### src/common/cart_pkg.sv
// ----------------------------------------------------------
// Shared types for the MSX cartridge VDP port subsystem
// Referenced by scoped name from every design stage
// ----------------------------------------------------------
package cart_pkg;

	// ----------------------------------------------------------
	// Constants
	// ----------------------------------------------------------
	parameter int VRAM_ADDR_W_DEF = 14;		// Default VRAM address width, 16 KB

	// Host I/O port codes on ta
	parameter logic [1:0] PORT_VRAM_DATA = 2'd0;	// VRAM data port
	parameter logic [1:0] PORT_VDP_CTRL  = 2'd1;	// Control / address port

	// Address field is sized for the widest supported memory
	// Narrower builds use only the low VRAM_ADDR_W bits
	typedef logic [VRAM_ADDR_W_DEF-1:0] vram_addr_t;

	// ----------------------------------------------------------
	// Host bus command, one per completed strobe
	// ----------------------------------------------------------
	typedef struct packed {
		logic		valid;			// Single cycle pulse
		logic		is_write;		// 1 = OUT, 0 = IN
		logic [1:0]	port;			// Port code from ta
		logic [7:0]	wdata;			// Byte captured from td
	} bus_cmd_t;

	// ----------------------------------------------------------
	// Video memory request and response
	// ----------------------------------------------------------
	typedef struct packed {
		logic		is_write;		// 1 = store, 0 = prefetch read
		vram_addr_t	address;		// Byte address
		logic [7:0]	wdata;			// Store data
	} vram_req_t;

	typedef struct packed {
		logic		valid;			// Read data strobe
		logic [7:0]	rdata;			// Read byte
	} vram_rsp_t;

endpackage

### src/design/msxbus/msx_bus_sync.sv
// ----------------------------------------------------------
// Brings the asynchronous MSX I/O strobes into the clk domain
// and turns each host access into one bus command pulse
// ----------------------------------------------------------
`timescale 1ns/1ps

module msx_bus_sync #(
	parameter int SYNC_STAGES = 2
) (
	input  logic				clk,
	input  logic				w_n_reset,
	// Host side
	input  logic				n_ce,
	input  logic				n_trd,
	input  logic				n_twr,
	input  logic [1:0]			ta,
	input  logic [7:0]			td_in,
	output logic [7:0]			td_out,
	output logic				tdir,		// High while the cartridge drives td
	// Decoder side
	input  logic [7:0]			read_data,
	output cart_pkg::bus_cmd_t	bus_cmd
);

	// One sample of every host pin, moved through the chain together
	typedef struct packed {
		logic		n_ce;
		logic		n_trd;
		logic		n_twr;
		logic [1:0]	ta;
		logic [7:0]	td;
	} pin_sample_t;

	localparam pin_sample_t PINS_IDLE = '{
		n_ce:	1'b1,
		n_trd:	1'b1,
		n_twr:	1'b1,
		ta:		2'd0,
		td:		8'd0
	};

	pin_sample_t	pins_raw;
	pin_sample_t	sync_q [SYNC_STAGES];
	pin_sample_t	pins_s;					// Synchronized view
	logic			access_on;
	logic			strobes_idle;
	logic			in_access;				// Command already sent for this access

	assign pins_raw = '{n_ce: n_ce, n_trd: n_trd, n_twr: n_twr, ta: ta, td: td_in};
	assign pins_s   = sync_q[SYNC_STAGES-1];

	// ----------------------------------------------------------
	// Synchronizer chain
	// ----------------------------------------------------------
	always_ff @(posedge clk) begin
		if (!w_n_reset) begin
			for (int i = 0; i < SYNC_STAGES; i++) begin
				sync_q[i] <= PINS_IDLE;		// Strobes look released
			end
		end else begin
			sync_q[0] <= pins_raw;
			for (int i = 1; i < SYNC_STAGES; i++) begin
				sync_q[i] <= sync_q[i-1];
			end
		end
	end

	// Chip enable plus either strobe starts an access
	assign access_on    = !pins_s.n_ce && (!pins_s.n_trd || !pins_s.n_twr);
	assign strobes_idle = pins_s.n_trd && pins_s.n_twr;

	// ----------------------------------------------------------
	// Command generation
	// ----------------------------------------------------------
	always_ff @(posedge clk) begin
		if (!w_n_reset) begin
			in_access <= 1'b0;
			bus_cmd   <= '0;
		end else begin
			if (access_on) begin
				in_access <= 1'b1;
			end else if (strobes_idle) begin
				in_access <= 1'b0;				// Rearm once both strobes are high
			end
			bus_cmd.valid    <= access_on && !in_access;	// Rising edge only
			bus_cmd.is_write <= !pins_s.n_twr;
			bus_cmd.port     <= pins_s.ta;
			bus_cmd.wdata    <= pins_s.td;		// Write data at the strobe
		end
	end

	// Read turnaround, top level builds the tristate from these
	assign tdir   = !pins_s.n_ce && !pins_s.n_trd;
	assign td_out = read_data;

endmodule

### config.mk
export PLATFORM = sky130hd
export DESIGN_NAME = msx_bus_sync
export DESIGN_NICKNAME = d
export VERILOG_FILES = /design/src/common/cart_pkg.sv /design/src/design/msxbus/msx_bus_sync.sv
export SDC_FILE = /design/constraint.sdc
export NUM_CORES = 1
export LEC_CHECK = 0
export ABC_CLOCK_PERIOD_IN_PS = 800
export BUFFER_PORTS_ARGS = -buffer_cell sky130_fd_sc_hd__buf_4
export CORE_ASPECT_RATIO = 0.7
export CORE_MARGIN = 8
export CORE_UTILIZATION = 41
export DETAILED_ROUTE_END_ITERATION = 6
export PLACE_DENSITY = 0.72
export SYNTH_ARGS = -nofsm -noshare
export SYNTH_HDL_FRONTEND = slang
export SYNTH_SLANG_ARGS = --single-unit
### constraint.sdc
create_clock -name clk -period 0.8 [get_ports clk]
set_input_delay 0.16 -clock clk [delete_from_list [all_inputs] [get_ports clk]]
set_output_delay 0.16 -clock clk [all_outputs]
set_load 0.005 [all_outputs]
After elaboration in Yosys (flattened, before gate mapping). Memories as Yosys holds them, arrays and structs flattened. Cells that the tools add are included.

Flip-flop bits (word level): 13. Bits in latches: 0. RAM bits: 26. ROM bits: 0. Word-level logic and storage cells: 24. Memories kept: 1.

Memory list: sync_q (depth 2, width 13, rd ports 2, clocked after memory_dff 0, wr ports 2, line msx_bus_sync.sv:43) `pin_sample_t sync_q [SYNC_STAGES];`.

Add/subtract/negate cells: 0. Multiply operators: 0. Divide/modulo/power cells: 0. Magnitude comparators: 0. Equal/unequal tests: 0. Shifts and indexed selects: 0. Multiplexer cells: 6. Bitwise operators: 2. Reduce and logical (&&, ||, !) cells: 10.

Operator list (count): $mux W13 (2); $logic_and A1 B1 Y1 (4); $logic_not A1 Y1 (4); $mux W1 (4); $or A1 B1 Y1 (2); $reduce_bool A2 Y1 (1); $logic_or A1 B1 Y1 (1).

Depth between registers and ports, before layout.
Depth after elaboration: 4. Depth in mapped cells: 3. Mapped depth without buffers: 2.

Least setup slack after synthesis. OpenSTA, ideal clock, no wires.

Kind: input to register. From: in w_n_reset. To: reg bus_cmd[8] (netlist bit). Library setup time: 115 ps. Data arrival time: 553 ps. Required time: 685 ps. Setup slack: 132 ps. Stages on the path: 3. Buffers on the path: 2. Cells stage by stage: buf_4 > clkbuf_2 > and2_1.

RTL lines: start, declared (line msx_bus_sync.sv:11) `input logic w_n_reset,`; end, declared (line msx_bus_sync.sv:22) `output cart_pkg::bus_cmd_t bus_cmd`.

No word-level cell between the ends.

==> impl_metrics.ini <==
[status]
status = complete, but fails checks
violations = negative setup slack

[power]
powerDensity_mw_per_mm2 = 2340
p_leak_uw = 0.000636
ir_drop_mv = 0.960

[floorplanning]
core_mm2 = 0.00272
num_rows = 16
io_pins = 44
die_w_um = 79.0
die_y_um = 60.1
initial_core_util_pct = 41.8
die_area_mm2 = 0.00475

[hold_path]
hold_path_depth = 2
hold_class = in2reg

[yosys]
synth_top_area_share_pct = 68.6
avgSynthCellArea_um2 = 12.2
ys_types = 12
synth_top_family_by_area = simple AND/OR/NAND/NOR gates
synthMuxAreaShare_pct = 0
synth_compound_area_share_pct = 1.65
synth_top_cells_by_area = dfxtp_1 69%, and2_1 16%, buf_4 5.9%
synth-edff-count = 0
synth_largest_area_cell = dfxtp_1
synthTopCellsByCount = 39 x dfxtp_1, 30 x and2_1, 9 x buf_4
ys_seq_elements = 39
yosys_warnings = 0
synthCells = 93
synth.most_common_cell = dfxtp_1
synth_top_flop_cell = dfxtp_1
yosys.area_share.simple_pct = 22.2
synth_area_mm2 = 0.00114
synth_fa_ha_area_share_pct = 0
async_reset_ff_share_pct = 0
synth_xor_xnor_area_share_pct = 0
ys_seq_area_share_pct = 68.6
syn_nets = 116

[clocking]
clkTransAtPathRegs_ns = 0.07
tritoncts.num_buffers = 5
htree_num_levels = 2
clkLatencyLatePin_ns = 0.28
cts_tree = built
clockRootBuffer = clkbuf_8
cts_buffer_depth = 2
cts.sinks = 39

[global_routing]
grt_use_total_pct = 7.29
grt_overflow = 0
grt_max_degree = 32
grt_pass1_wl_um = 2550
first_global_vias = 579
antenna_found_initial = 0

[drt]
wl_per_cell_um = 9.86
drc = 0
dr.first_iter.drc_count = 22
ant_nets = 0
dr.pass1.iters = 2
wl_um = 1520
vias_per_cell = 3.95
num_vias = 608

[place]
hpwl_um = 1110
portBuffers = 27
place.gp.congestion = 0.626
dpl_cell_area_mm2 = 0.00132
place_inst = 145

[setup_path]
path_cells = nor2_1 -> buf_4
ff2ff_path_depth = 2
start_kind = flip-flop
criticalPathCategory = reg2out
critPathBufInv = 1
crit_fanout = 2
worstPathArrival_ns = 0.80
path_delay_family = flip-flops
required_ns = 0.64
critical_path_cell_count = 2
crit_slowest_cell = dfxtp_2
worstSetupEndpointType = output pin
slowest_delay_ns = 0.32

[sta]
setup_viol = 13
finalCriticalPeriod_ns = 0.956
report.final.slew_viol_count = 0
finClkSkew_ns = 0.00415
clock.fmax_ghz = 1.05
rsz0062_at_grt = yes
final.setup.worst_slack_ns = -0.156
fin_crit_sh_pct = 119
slew_headroom_pct = 91.8
tightestPinTransition_ns = 0.123
hold_viol = 0

[cells_and_area]
n_fill_cell = 252
fin_nets = 140
synthToLayoutAreaGrowth_pct = 27.6
fin_area_mm2 = 0.00145
layoutNonFillerInstCount = 154
drive_gt1_share_pct = 38.1
antenna_cells = 0

[flow_run]
cap_violations = 0
-- kinds of logic after synthesis --
| logic type | count (synthesis) |
|---|---|
| simple gates | 39 |
| flops | 39 |
| buf+inv | 13 |
| compound gates | 2 |
-- state kept, by name, summed over array words and instances, names as in the netlist --
register,count
sync_q,26
bus_cmd,12
in_access,1
-- what timing repair did --
action | 4_1_cts | 5_1_grt
hold buffers | 0 | 0
pin swaps | 0 | 1
resized for setup | 3 | 13
gates cloned | 0 | 0
buffers inserted | 1 | 0
endpoints found under the setup margin | 13 | 13
-- metal layers --
metal / GRT usage (%) / wire [um] / vias to the layer above / part of all wire (%)
met5: 0 / 0 / - / 0
li1: - / - / 318 / -
met3: 3.45 / 139 / 12 / 9.2
met1: 6.91 / 617 / 254 / 41
met4: 8.92 / 65 / 0 / 4.3
met2: 10.7 / 696 / 24 / 46
-- stage by stage --
| stage | hold WS (ns) | utilization (%) | total power (uW) | worst slack, ns | TNS, ns |
|---|---|---|---|---|---|
| floorplan | 0.256 | - | 2180 | 0.132 | 0 |
| global placement | 0.320 | 48.6 | 2240 | 0.0875 | 0 |
| detailed placement | 0.320 | 48.6 | 2250 | 0.0700 | 0 |
| CTS | 0.0457 | 52.1 | 3440 | -0.169 | -1.05 |
| global route | 0.0462 | 53.4 | 3570 | -0.217 | -1.24 |
| finish | 0.0547 | 53.4 | 3390 | -0.156 | -0.825 |
-- final cells by class --
cell class,count,area [um^2],area share [%]
inverters,1,3.75,0.258
clock inverters,1,5.00,0.345
flip-flops and latches,39,791,54.4
multi-input cells,41,272,18.7
repair buffers,29,260,17.9
clock buffers,7,76.3,5.25
well taps,36,45.0,3.10
-- final timing paths --
check	start	to	slack (ns)
max	sync_q[0][25]$_SDFF_PN1_	tdir	-0.16
max reg2reg	sync_q[0][23]$_SDFF_PN1_	in_access$_SDFFE_PN0P_	0.09
min	n_twr	sync_q[0][10]$_SDFF_PN1_	0.05
min reg2reg	sync_q[0][11]$_SDFF_PN1_	sync_q[0][24]$_SDFF_PN1_	0.40
-- worst reg2reg max path, delay by kind of cell (launching register included) --
kind / cells / cell delay (ns)
AO/OA/AOI/OAI: 2 / 0.34
flip-flops: 1 / 0.31
-- cells in the final DEF (no fill, tap or decap) --
master / count
nor2_1: 1
buf_12: 1
a21bo_1: 1
nor2b_1: 1
clkinv_2: 1
nor3_2: 1
clkbuf_1: 2
buf_4: 20
dfxtp_2: 8
dfxtp_1: 31
inv_1: 1
a21oi_2: 1
clkbuf_8: 5
and2_1: 30
or2b_1: 6
buf_6: 8
-- power breakdown --
| group | switching (uW) | total, uW | leakage [uW] | internal [uW] |
|---|---|---|---|---|
| logic | 51.9 | 172 | 0.000270 | 120 |
| clock network | 575 | 1180 | 0.0000422 | 610 |
| registers | 18.0 | 2040 | 0.000324 | 2020 |
| total | 645 | 3390 | 0.000636 | 2750 |
(Power assumes the default switching activity.)
