--- src/common/cart_pkg.sv ---
// ----------------------------------------------------------
// Shared types for the MSX cartridge VDP port subsystem
// Referenced by scoped name from every design stage
// ----------------------------------------------------------
package cart_pkg;

	// ----------------------------------------------------------
	// Constants
	// ----------------------------------------------------------
	parameter int VRAM_ADDR_W_DEF = 14;		// Default VRAM address width, 16 KB

	// Host I/O port codes on ta
	parameter logic [1:0] PORT_VRAM_DATA = 2'd0;	// VRAM data port
	parameter logic [1:0] PORT_VDP_CTRL  = 2'd1;	// Control / address port

	// Address field is sized for the widest supported memory
	// Narrower builds use only the low VRAM_ADDR_W bits
	typedef logic [VRAM_ADDR_W_DEF-1:0] vram_addr_t;

	// ----------------------------------------------------------
	// Host bus command, one per completed strobe
	// ----------------------------------------------------------
	typedef struct packed {
		logic		valid;			// Single cycle pulse
		logic		is_write;		// 1 = OUT, 0 = IN
		logic [1:0]	port;			// Port code from ta
		logic [7:0]	wdata;			// Byte captured from td
	} bus_cmd_t;

	// ----------------------------------------------------------
	// Video memory request and response
	// ----------------------------------------------------------
	typedef struct packed {
		logic		is_write;		// 1 = store, 0 = prefetch read
		vram_addr_t	address;		// Byte address
		logic [7:0]	wdata;			// Store data
	} vram_req_t;

	typedef struct packed {
		logic		valid;			// Read data strobe
		logic [7:0]	rdata;			// Read byte
	} vram_rsp_t;

endpackage

--- src/design/vdp_port/vdp_port_decoder.sv ---
// ----------------------------------------------------------
// VDP style port logic: address pointer, two byte control
// sequence, R0-R7 and the VRAM read-ahead buffer
// ----------------------------------------------------------
`timescale 1ns/1ps

module vdp_port_decoder #(
	parameter int VRAM_ADDR_W = 14
) (
	input  logic				clk,
	input  logic				w_n_reset,
	input  cart_pkg::bus_cmd_t	bus_cmd,
	output logic [7:0]			read_data,		// Byte returned to the host
	// VRAM req/ack
	output logic				vram_req_valid,
	output cart_pkg::vram_req_t	vram_req,
	input  logic				vram_ack,
	input  cart_pkg::vram_rsp_t	vram_rsp,
	output logic [7:0][7:0]		regs			// Control registers R0-R7
);

	logic [VRAM_ADDR_W-1:0]	ptr;			// Auto-increment address pointer
	logic [VRAM_ADDR_W-1:0]	set_ptr;		// Address from a byte pair
	logic [VRAM_ADDR_W-1:0]	mem_addr;
	logic					latch_full;		// First byte held
	logic [7:0]				latch_val;
	logic [2:0]				last_idx;		// Most recently written register
	logic [7:0]				prefetch_buf;
	logic					cmd_p0;
	logic					cmd_p1;
	logic					pair_done;		// Second byte of a port 1 pair
	logic					mem_issue;
	logic					mem_write;
	logic					mem_go;

	// ----------------------------------------------------------
	// Command decode
	// ----------------------------------------------------------
	assign cmd_p0    = bus_cmd.valid && (bus_cmd.port == cart_pkg::PORT_VRAM_DATA);
	assign cmd_p1    = bus_cmd.valid && (bus_cmd.port == cart_pkg::PORT_VDP_CTRL);
	assign pair_done = cmd_p1 && bus_cmd.is_write && latch_full;
	assign set_ptr   = VRAM_ADDR_W'({bus_cmd.wdata[5:0], latch_val});

	always_comb begin
		// Port 0 always needs VRAM, port 1 only for address set with read
		mem_issue = cmd_p0 || (pair_done && !bus_cmd.wdata[7] && !bus_cmd.wdata[6]);
		mem_write = cmd_p0 && bus_cmd.is_write;
		mem_addr  = cmd_p0 ? ptr : set_ptr;
	end

	assign mem_go = mem_issue && !vram_req_valid;	// Dropped while a request is open

	// ----------------------------------------------------------
	// Control state
	// ----------------------------------------------------------
	always_ff @(posedge clk) begin
		if (!w_n_reset) begin
			ptr            <= '0;
			latch_full     <= 1'b0;
			last_idx       <= 3'd0;
			regs           <= '0;
			read_data      <= 8'd0;
			vram_req_valid <= 1'b0;
		end else begin
			if (vram_ack) begin
				vram_req_valid <= 1'b0;			// Request done at ack
			end
			if (mem_go) begin
				vram_req_valid <= 1'b1;
				ptr            <= mem_addr + 1'b1;	// Wraps at memory size
			end
			if (cmd_p0 && !bus_cmd.is_write && mem_go) begin
				read_data <= prefetch_buf;		// Hand out read-ahead byte
			end
			if (cmd_p1) begin
				if (!bus_cmd.is_write) begin
					read_data  <= regs[last_idx];
					latch_full <= 1'b0;			// Status read resets the pair
				end else if (!latch_full) begin
					latch_full <= 1'b1;
				end else if (bus_cmd.wdata[7]) begin
					regs[bus_cmd.wdata[2:0]] <= latch_val;
					last_idx   <= bus_cmd.wdata[2:0];
					latch_full <= 1'b0;
				end else if (bus_cmd.wdata[6]) begin
					ptr        <= set_ptr;		// Write mode, no read-ahead
					latch_full <= 1'b0;
				end else if (mem_go) begin
					latch_full <= 1'b0;			// Read mode, prefetch issued
				end
			end
		end
	end

	// ----------------------------------------------------------
	// Payload registers
	// ----------------------------------------------------------
	always_ff @(posedge clk) begin
		if (mem_go) begin
			vram_req <= '{
				is_write:	mem_write,
				address:	cart_pkg::vram_addr_t'(mem_addr),
				wdata:		bus_cmd.wdata
			};
		end
		if (cmd_p1 && bus_cmd.is_write && !latch_full) begin
			latch_val <= bus_cmd.wdata;			// First byte of the pair
		end
		if (vram_rsp.valid) begin
			prefetch_buf <= vram_rsp.rdata;
		end
	end

endmodule

--- config.mk ---
export PLATFORM = sky130hd
export DESIGN_NAME = vdp_port_decoder
export DESIGN_NICKNAME = d
export VERILOG_FILES = /design/src/common/cart_pkg.sv /design/src/design/vdp_port/vdp_port_decoder.sv
export SDC_FILE = /design/constraint.sdc
export NUM_CORES = 1
export LEC_CHECK = 0
export ABC_AREA = 0
export BUFFER_PORTS_ARGS = -buffer_cell sky130_fd_sc_hd__buf_2
export CAP_MARGIN = 5
export CORE_MARGIN = 2
export CORE_UTILIZATION = 50
export CTS_CLUSTER_DIAMETER = 30
export CTS_CLUSTER_SIZE = 24
export DETAILED_ROUTE_END_ITERATION = 16
export PLACE_DENSITY = 0.75
export SLEW_MARGIN = 30
export SYNTH_ARGS = -nofsm -noshare
export SYNTH_HDL_FRONTEND = slang
export SYNTH_SLANG_ARGS = --single-unit
--- constraint.sdc ---
create_clock -name clk -period 2 [get_ports clk]
set_input_delay 0.1 -clock clk [delete_from_list [all_inputs] [get_ports clk]]
set_output_delay 0.1 -clock clk [all_outputs]
set_load 0.01 [all_outputs]
### Yosys cells after proc, flatten, opt, wreduce, memory -nomap -nowiden

Cells that the tools add are included.
W data, S select, Z words.

* register bits after elaboration: 130
* input bits: 24
* output and inout port bits: 96
* word-level logic and storage cells: 66

* $add $sub $neg: 1
* order comparisons: 3
* eq/ne operators: 1
* mux-type cells: 22
* reductions and logical operators: 21

Operators with widths (number)
* $mux W14: 7
* $bwmux W64: 1
* $mux W8: 5
* $bmux W8 S3: 1
* $demux W8 S3: 1
* $add A14 B1 Y14 const B: 1
* $logic_and A1 B1 Y1: 12
* $lt A3 B4 Y1 const B: 2
* $mux W1: 7
* $logic_not A1 Y1: 5
* $reduce_and A4 Y1: 1
* $ge A3 B1 Y1 const B: 1
* $eq A2 B1 Y1 const B: 1
* $logic_not A2 Y1: 1
* $reduce_bool A2 Y1: 1
* $logic_or A1 B1 Y1: 1

### Depth between registers and ports, before layout

Gate-level depths: netlist (run 1).

* depth in word-level cells: 14
* gate-level depth with buffers: 8
* gate-level depth less buffers: 7

### Worst setup path before layout (run 1)

No wires, ideal clock.

* path kind: flip-flop to flip-flop
* start: register latch_full
* end: register ptr[10]
* setup time: 0.075 ns
* arrival time: 2.092 ns
* required time: 1.925 ns
* setup slack: -0.167 ns
* stages on the path, launching flop included: 7
* buffers on the path: 1
* period minus slack after synthesis: 2.167 ns
* cells stage by stage: dfxtp_1 -> nand4bb_1 -> a211o_1 -> clkinv_1 -> clkbuf_1 -> nand3_1 -> a31oi_1

* longest elaborated chain between the ends: 11

RTL lines
* from (decl): RTL line vdp_port_decoder.sv:25 `logic latch_full;`
* from (signal assigned): RTL line vdp_port_decoder.sv:59 `latch_full <= 1'b0;`
* from (signal assigned): RTL line vdp_port_decoder.sv:78 `latch_full <= 1'b0;`
* from (signal assigned): RTL line vdp_port_decoder.sv:80 `latch_full <= 1'b1;`
* $logic_and A1 B1 Y1 *: RTL line vdp_port_decoder.sv:41 `assign pair_done = cmd_p1 && bus_cmd.is_write && latch_full;`
* $logic_and A1 B1 Y1 * (2 in a row): RTL line vdp_port_decoder.sv:46 `mem_issue = cmd_p0 || (pair_done && !bus_cmd.wdata[7] && !bus_cmd.wdata[6]);`
* $logic_or A1 B1 Y1 *: RTL line vdp_port_decoder.sv:46
* $logic_and A1 B1 Y1 *: RTL line vdp_port_decoder.sv:51 `assign mem_go = mem_issue && !vram_req_valid;`
* via mem_go: RTL line vdp_port_decoder.sv:34 `logic mem_go;`
* $mux W14 *: RTL line vdp_port_decoder.sv:68 `if (mem_go) begin`
* $mux W14: RTL line vdp_port_decoder.sv:85 `end else if (bus_cmd.wdata[6]) begin`
* $mux W14: RTL line vdp_port_decoder.sv:81 `end else if (bus_cmd.wdata[7]) begin`
* $mux W14: RTL line vdp_port_decoder.sv:79 `end else if (!latch_full) begin`
* $mux W14: RTL line vdp_port_decoder.sv:76 `if (!bus_cmd.is_write) begin`
* $mux W14 *: RTL line vdp_port_decoder.sv:75 `if (cmd_p1) begin`
* to (signal assigned): RTL line vdp_port_decoder.sv:70 `ptr <= mem_addr + 1'b1;`
* to (signal assigned): RTL line vdp_port_decoder.sv:86 `ptr <= set_ptr;`
* to (decl): RTL line vdp_port_decoder.sv:22 `logic [VRAM_ADDR_W-1:0] ptr;`

Mark *: on every way through the listed nets, which the timed path passes. The rest lies on a longest branch.
A chain may end at the register's enable or synchronous reset.

### Worst setup path after layout (run 1)

* start: register latch_full
* end: register regs[32] in the netlist's numbering

* longest elaborated chain between the ends: 1

RTL lines
* $reduce_and A4 Y1 (no source line)
* to (signal, indexed assignment): RTL line vdp_port_decoder.sv:82 `regs[bus_cmd.wdata[2:0]] <= latch_val;`
* to (decl): RTL line vdp_port_decoder.sv:19 `output logic [7:0][7:0] regs`

Every way passes these cells.

==> impl_metrics.ini, run 1 <==
[run_status]
status = finished clean

[synthesis]
synth_top_area_cell = dfxtp_1
synth_flop_cell = dfxtp_1
synthesis.area_sq_mm = 0.00586
async_reset_ff_share_pct = 0
yosys.area.top_type_share_pct = 31.1
synth_fp_nets = 594
synth_edf_count = 39
synth.area.top_cells = dfxtp_1 (31%), edfxtp_1 (20%), mux2i_1 (12%), mux4_2 (6.2%), nor2_1 (4.7%)
ys_types = 50
synth.top_cells.by_count = dfxtp_1 (91), nor2_1 (73), mux2i_1 (69)
syn_inst = 570
ys_warn_count = 0
syn_avg_cell_area_sq_um = 10.3
synth-seq-cells = 130
yosysMostFrequentCell = dfxtp_1
ys_seq_area_share_pct = 51.1

[die]
rows = 39
initial_utilization_pct = 51.3
core_sq_mm = 0.0114
io_pins = 120
die_area_sq_mm = 0.0126
fp.dieH_microns = 112
fp.dieW_microns = 112

[timing]
drv_slew = 0
worst_pin_slew_ns = 0.654
period_needed_ns = 1.88
relSlewSlack_pct = 56.2
fin_crit_sh_pct = 93.9
clock-skew-final_ns = 0.00767
rsz0062_at_grt = false
fmax_mhz = 533
tns_ns = 0
hold_viol_final = 0
setup_viol = 0

[power_and_ir_drop]
ir_drop_uv = 635
power_density_mw_per_mm2 = 812
power.leakage_uw = 0.00320
total_power_uw = 6100

[layout]
area.growth.synth_to_final_pct = 28.3
final_cell_area_sq_mm = 0.00751
fillers = 889
drive_above_1_share_pct = 29.4
fin_nets = 742
n_antenna_cell = 0

[cts]
cts_tree = done
cts-root-buf = clkbuf_16
cts_sinks = 130
clock_path_buffers = 2
numCtsBuffers = 17
htreeDepth = 4
cts_setup_buffers = 0
clk_latency_ns = 0.42
clk_pin_slew_worst_paths_ns = 0.06

[run]
maxCapViolCount = 0

[critical_path]
cp_slowest_cell = dfxtp_1
cp_top_family = simple AND/OR/NAND/NOR gates
path_max_fanout = 8
arrival_ns = 2.17
start_kind = flop
path_cells = nand3_1 > or3_4 > nor3b_1 > buf_4 > mux2i_1 > nor2_1
required_ns = 2.29
endpoint_kind = flop
crit_type = reg2reg
critPathBufInv = 1
cpPeakStageDelay_ns = 0.42

[placed_design]
dp_hpwl_microns = 10800
dpl_cell_area_sq_mm = 0.00679
port_buffers = 119
gp_congestion = 0.837

[global_route]
grt_usage_pct = 26.0
grt_pass1_wl_microns = 25800
met2_usage_pct = 41.0
met3_usage_pct = 6.26
use_met1_pct = 33.5
antenna_found_initial = 0
grt_pass1_vias = 5056
grt_max_degree = 66
grt_remaining_overflow = 0
grt.busiest_layer = met2

[route]
num_vias = 5101
wl_microns = 16000
antenna_left = 0
wl_per_cell_microns = 18.3
drt_iter0_markers = 355
drc = 0
firstDrtPassIters = 6
routed_via_density = 5.84

[worst_hold_path]
hold_class = in2reg
==> worst register-to-register path, delay by kind of cell, from the launching register on <==
kind | cells | cell delay (ns)
and+or+nand+nor | 4 | 0.84
DFF | 1 | 0.42
muxes | 1 | 0.26
buffers and inverters | 1 | 0.24
==> registers in the layout, indices dropped and copies added, names as in the netlist <==
register	cells
vram_req	23
regs	64
latch_val	8
ptr	14
latch_full	1
last_idx	3
read_data	8
vram_req_valid	1
prefetch_buf	8
==> routing by layer <==
metal | share of wire, % | vias to the layer above | wire [microns]
met5 | 0 | - | 0
met4 | 3.2 | 0 | 516
met3 | 7.5 | 41 | 1200
met2 | 49 | 253 | 7760
met1 | 41 | 2454 | 6480
li1 | - | 2353 | -
==> layout by cell type (no fill, tap or decap), types with 8 or more instances in the layout <==
cell type,synthesis,final
a211oi_1,23,23
a21oi_1,28,28
buf_2,7,119
buf_4,2,41
clkbuf_16,0,18
dfxtp_1,91,91
dlygate4sd3_1,0,14
edfxtp_1,39,39
inv_1,9,8
mux2i_1,69,69
mux4_2,16,16
nand2_1,55,55
nand3_1,21,21
nor2_1,73,73
nor2b_1,8,8
o21ai_0,21,21
==> power by group <==
part           internal [uW]  total, uW  leakage [uW]  switching, uW
sequential              2770       2800       0.00110           27.6
combinational            127        330       0.00182            202
clock                   1870       2970      0.000282           1110
==> cells by family (layout without fill, tap and decap cells) <==
logic type,after synthesis,after routing,synth area share (%)
and+or+nand+nor,202,202,16.7
DFF,130,130,51.1
AOI/OAI and AO/OA,92,92,9.74
muxes,85,85,17.9
buffers and inverters,57,218,3.93
xor gates and xnor gates,4,4,0.598
==> stage by stage <==
stage / worst slack [ns] / hold WS, ns / utilization [%] / cells
2_1_floorplan: 0.156 / 0.199 / - / 570
3_3_place_gp: 0.102 / 0.277 / 59.5 / 828
3_5_place_dp: 0.0178 / 0.279 / 59.5 / 828
4_1_cts: 0.0437 / 0.0256 / 65.8 / 874
5_1_grt: 0.0144 / 0.0466 / 65.8 / 874
6_report: 0.123 / 0.0396 / 65.8 / 874
==> timing repair <==
action                     in CTS  in global routing
hold buffers                   14                  0
setup endpoints to repair       1                  2
gates resized for setup         1                  2
hold endpoints to repair       19                  0
==> path summary, 6_finish.rpt <==
path / endpoint / slack [ns] / depth (start not counted) / startpoint
worst min register to register: regs[11] / 0.48 / 2 / regs[11]
worst max-delay path: regs[32] / 0.12 / 6 / latch_full
worst max register to register: regs[32] / 0.12 / 6 / latch_full
worst min-delay path: vram_req[0] / 0.04 / 1 / bus_cmd[0]
==> area by class of cell <==
| type | instances | area, sq um | area share, % |
|---|---|---|---|
| Multi-Input combinational cell | 383 | 2650 | 35.2 |
| Tap cell | 143 | 179 | 2.38 |
| Clock inverter | 9 | 75.1 | 0.999 |
| Clock buffer | 23 | 499 | 6.64 |
| Inverter | 10 | 40.0 | 0.533 |
| Timing Repair Buffer | 176 | 1080 | 14.4 |
| Sequential cell | 130 | 2990 | 39.8 |
Note: power is estimated with default switching activity, not from simulation.
==> inputs of run 2 (changes only) <==
==> constraint.sdc (replaced) <==
create_clock -name clk -period 2 [get_ports clk]
set_input_delay 0.1 -clock clk [delete_from_list [all_inputs] [get_ports clk]]
set_output_delay 0.1 -clock clk [all_outputs]
set_load 0.05 [all_outputs]
==> run 2 against run 1 <==
Final area shrank 0.32%. Clock-buffer cell count shrank 6. First-iteration DRC count increased by 22%. Critical endpoint is now ptr[12]. Largest cell class unchanged. Highest routed layer unchanged.
==> impl_metrics.ini, run 2 (synthesized netlist as in run 1, its figures left out) <==
[run_status]
status = finished clean

[die]
core_sq_mm = 0.0114
io_pins = 120
initial_utilization_pct = 51.3
fp.dieH_microns = 112
die_area_sq_mm = 0.0126
rows = 39
fp.dieW_microns = 112

[cts]
cts-root-buf = clkbuf_16
cts_tree = done
clock_path_buffers = 2
clk_pin_slew_worst_paths_ns = 0.06
numCtsBuffers = 17
clk_latency_ns = 0.41
htreeDepth = 4
cts_sinks = 130
cts_setup_buffers = 0

[critical_path]
r2r_setup_slack_ns = 0.11
reg2reg_to = ptr[12]
cp_slowest_cell = or4_1
start_kind = flop
required_ns = 2.28
r2r_start = latch_full
arrival_ns = 2.18
crit_type = reg2reg
path_cells = nand2_1 > or4_1 > and3_1 > a21oi_1 > o211ai_1
path_max_fanout = 11
endpoint_kind = flop
cpPeakStageDelay_ns = 0.71
reg2reg_depth = 5

[route]
antenna_left = 0
firstDrtPassIters = 6
wl_microns = 16300
num_vias = 5134
routed_via_density = 5.89
drc = 0
wl_per_cell_microns = 18.6
drt_iter0_markers = 433

[timing]
relSlewSlack_pct = 58.3
setup_viol = 0
hold_viol_final = 0
clock-skew-final_ns = 0.00702
fin_crit_sh_pct = 94.6
worst_pin_slew_ns = 0.623
period_needed_ns = 1.89
rsz0062_at_grt = false
fin_hold_ws_ns = 0.0436
fmax_mhz = 529
drv_slew = 0
tns_ns = 0

[placed_design]
gp_congestion = 0.831
dp_hpwl_microns = 11000
port_buffers = 119

[layout]
layout.area.seq_sq_mm = 0.00299
largest_reg_flops = 64
area.growth.synth_to_final_pct = 27.9
top_register = regs
n_antenna_cell = 0
multi_input_area_sq_mm = 0.00265
top_regs = regs x64, vram_req x23, ptr x14
drive_above_1_share_pct = 29.6
fin_nets = 740
layout_commonest_cell = buf_2
fillers = 881
final_cell_mix = buf_2 (119), dfxtp_1 (90), nor2_1 (73)

[run]
maxCapViolCount = 0

[global_route]
grt_pass1_wl_microns = 25800
grt_remaining_overflow = 0
grt_pass1_vias = 5114
grt_max_degree = 66
grt_usage_pct = 25.9
antenna_found_initial = 0

[worst_hold_path]
hold_depth = 1
whs_endpoint = prefetch_buf[6]
hold_class = in2reg
min_from = vram_rsp[8]

[power_and_ir_drop]
power.leakage_uw = 0.00318
ir_drop_uv = 461
power_density_mw_per_mm2 = 822
run 2: worst max-delay path by stage:
stage                          end            from  cells past startpoint  slack [ns]
after detailed placement    ptr[5]      latch_full                      6        0.03
after CTS                 regs[33]      latch_full                      6        0.06
after floorplan            ptr[13]  vram_req_valid                      5        0.09
after global placement      ptr[5]      latch_full                      6        0.06
after global routing       ptr[13]      bus_cmd[7]                      8       0.008
final                      ptr[12]      latch_full                      5        0.11
run 2: where the power goes:
group / total, uW / internal [uW] / switching, uW / leakage, uW
Sequential: 2800 / 2770 / 28.1 / 0.00110
Combinational: 395 / 127 / 268 / 0.00181
Clock: 2960 / 1820 / 1150 / 0.000276
run 2: what timing repair did:
action                                 CTS  global route
setup endpoints to repair                1             9
hold buffers                            14             0
gates resized for setup                  1             2
endpoints found under the hold margin   19             0
run 2: area by class of cell:
| type | instances | share of cell area, % |
|---|---|---|
| Sequential cell | 130 | 40.0 |
| Clock buffer | 17 | 5.68 |
| Multi-Input combinational cell | 383 | 35.3 |
| Tap cell | 143 | 2.39 |
| Inverter | 10 | 0.518 |
| Clock inverter | 15 | 1.87 |
| Timing Repair Buffer | 174 | 14.3 |
run 2: per-stage QoR:
stage | setup WS (ns) | cell area, sq um | total power (uW) | util [%] | std cells
final | 0.108 | 7490 | 6160 | 65.6 | 872
after global routing | 0.00752 | 7490 | 6360 | 65.6 | 872
after CTS | 0.0590 | 7480 | 6170 | 65.5 | 872
after detailed placement | 0.0312 | 6780 | 3220 | 59.4 | 826
after global placement | 0.0612 | 6780 | 3210 | 59.4 | 826
after floorplan | 0.0867 | 5860 | 3090 | - | 570
run 2: worst max-delay path, delay by kind of cell, from the launching register on:
family	cells	cell delay [ns]
AND/OR/NAND/NOR	3	1.11
flip-flops	1	0.42
AO/OA/AOI/OAI	2	0.24
run 2: layer usage:
layer / part of all wire (%) / GRT usage (%) / routed length, microns
met4: 2.3 / 11.2 / 377
met3: 9.1 / 6.16 / 1480
met2: 50 / 42.7 / 8120
met1: 39 / 32.7 / 6270
met5: 0 / 0 / 0
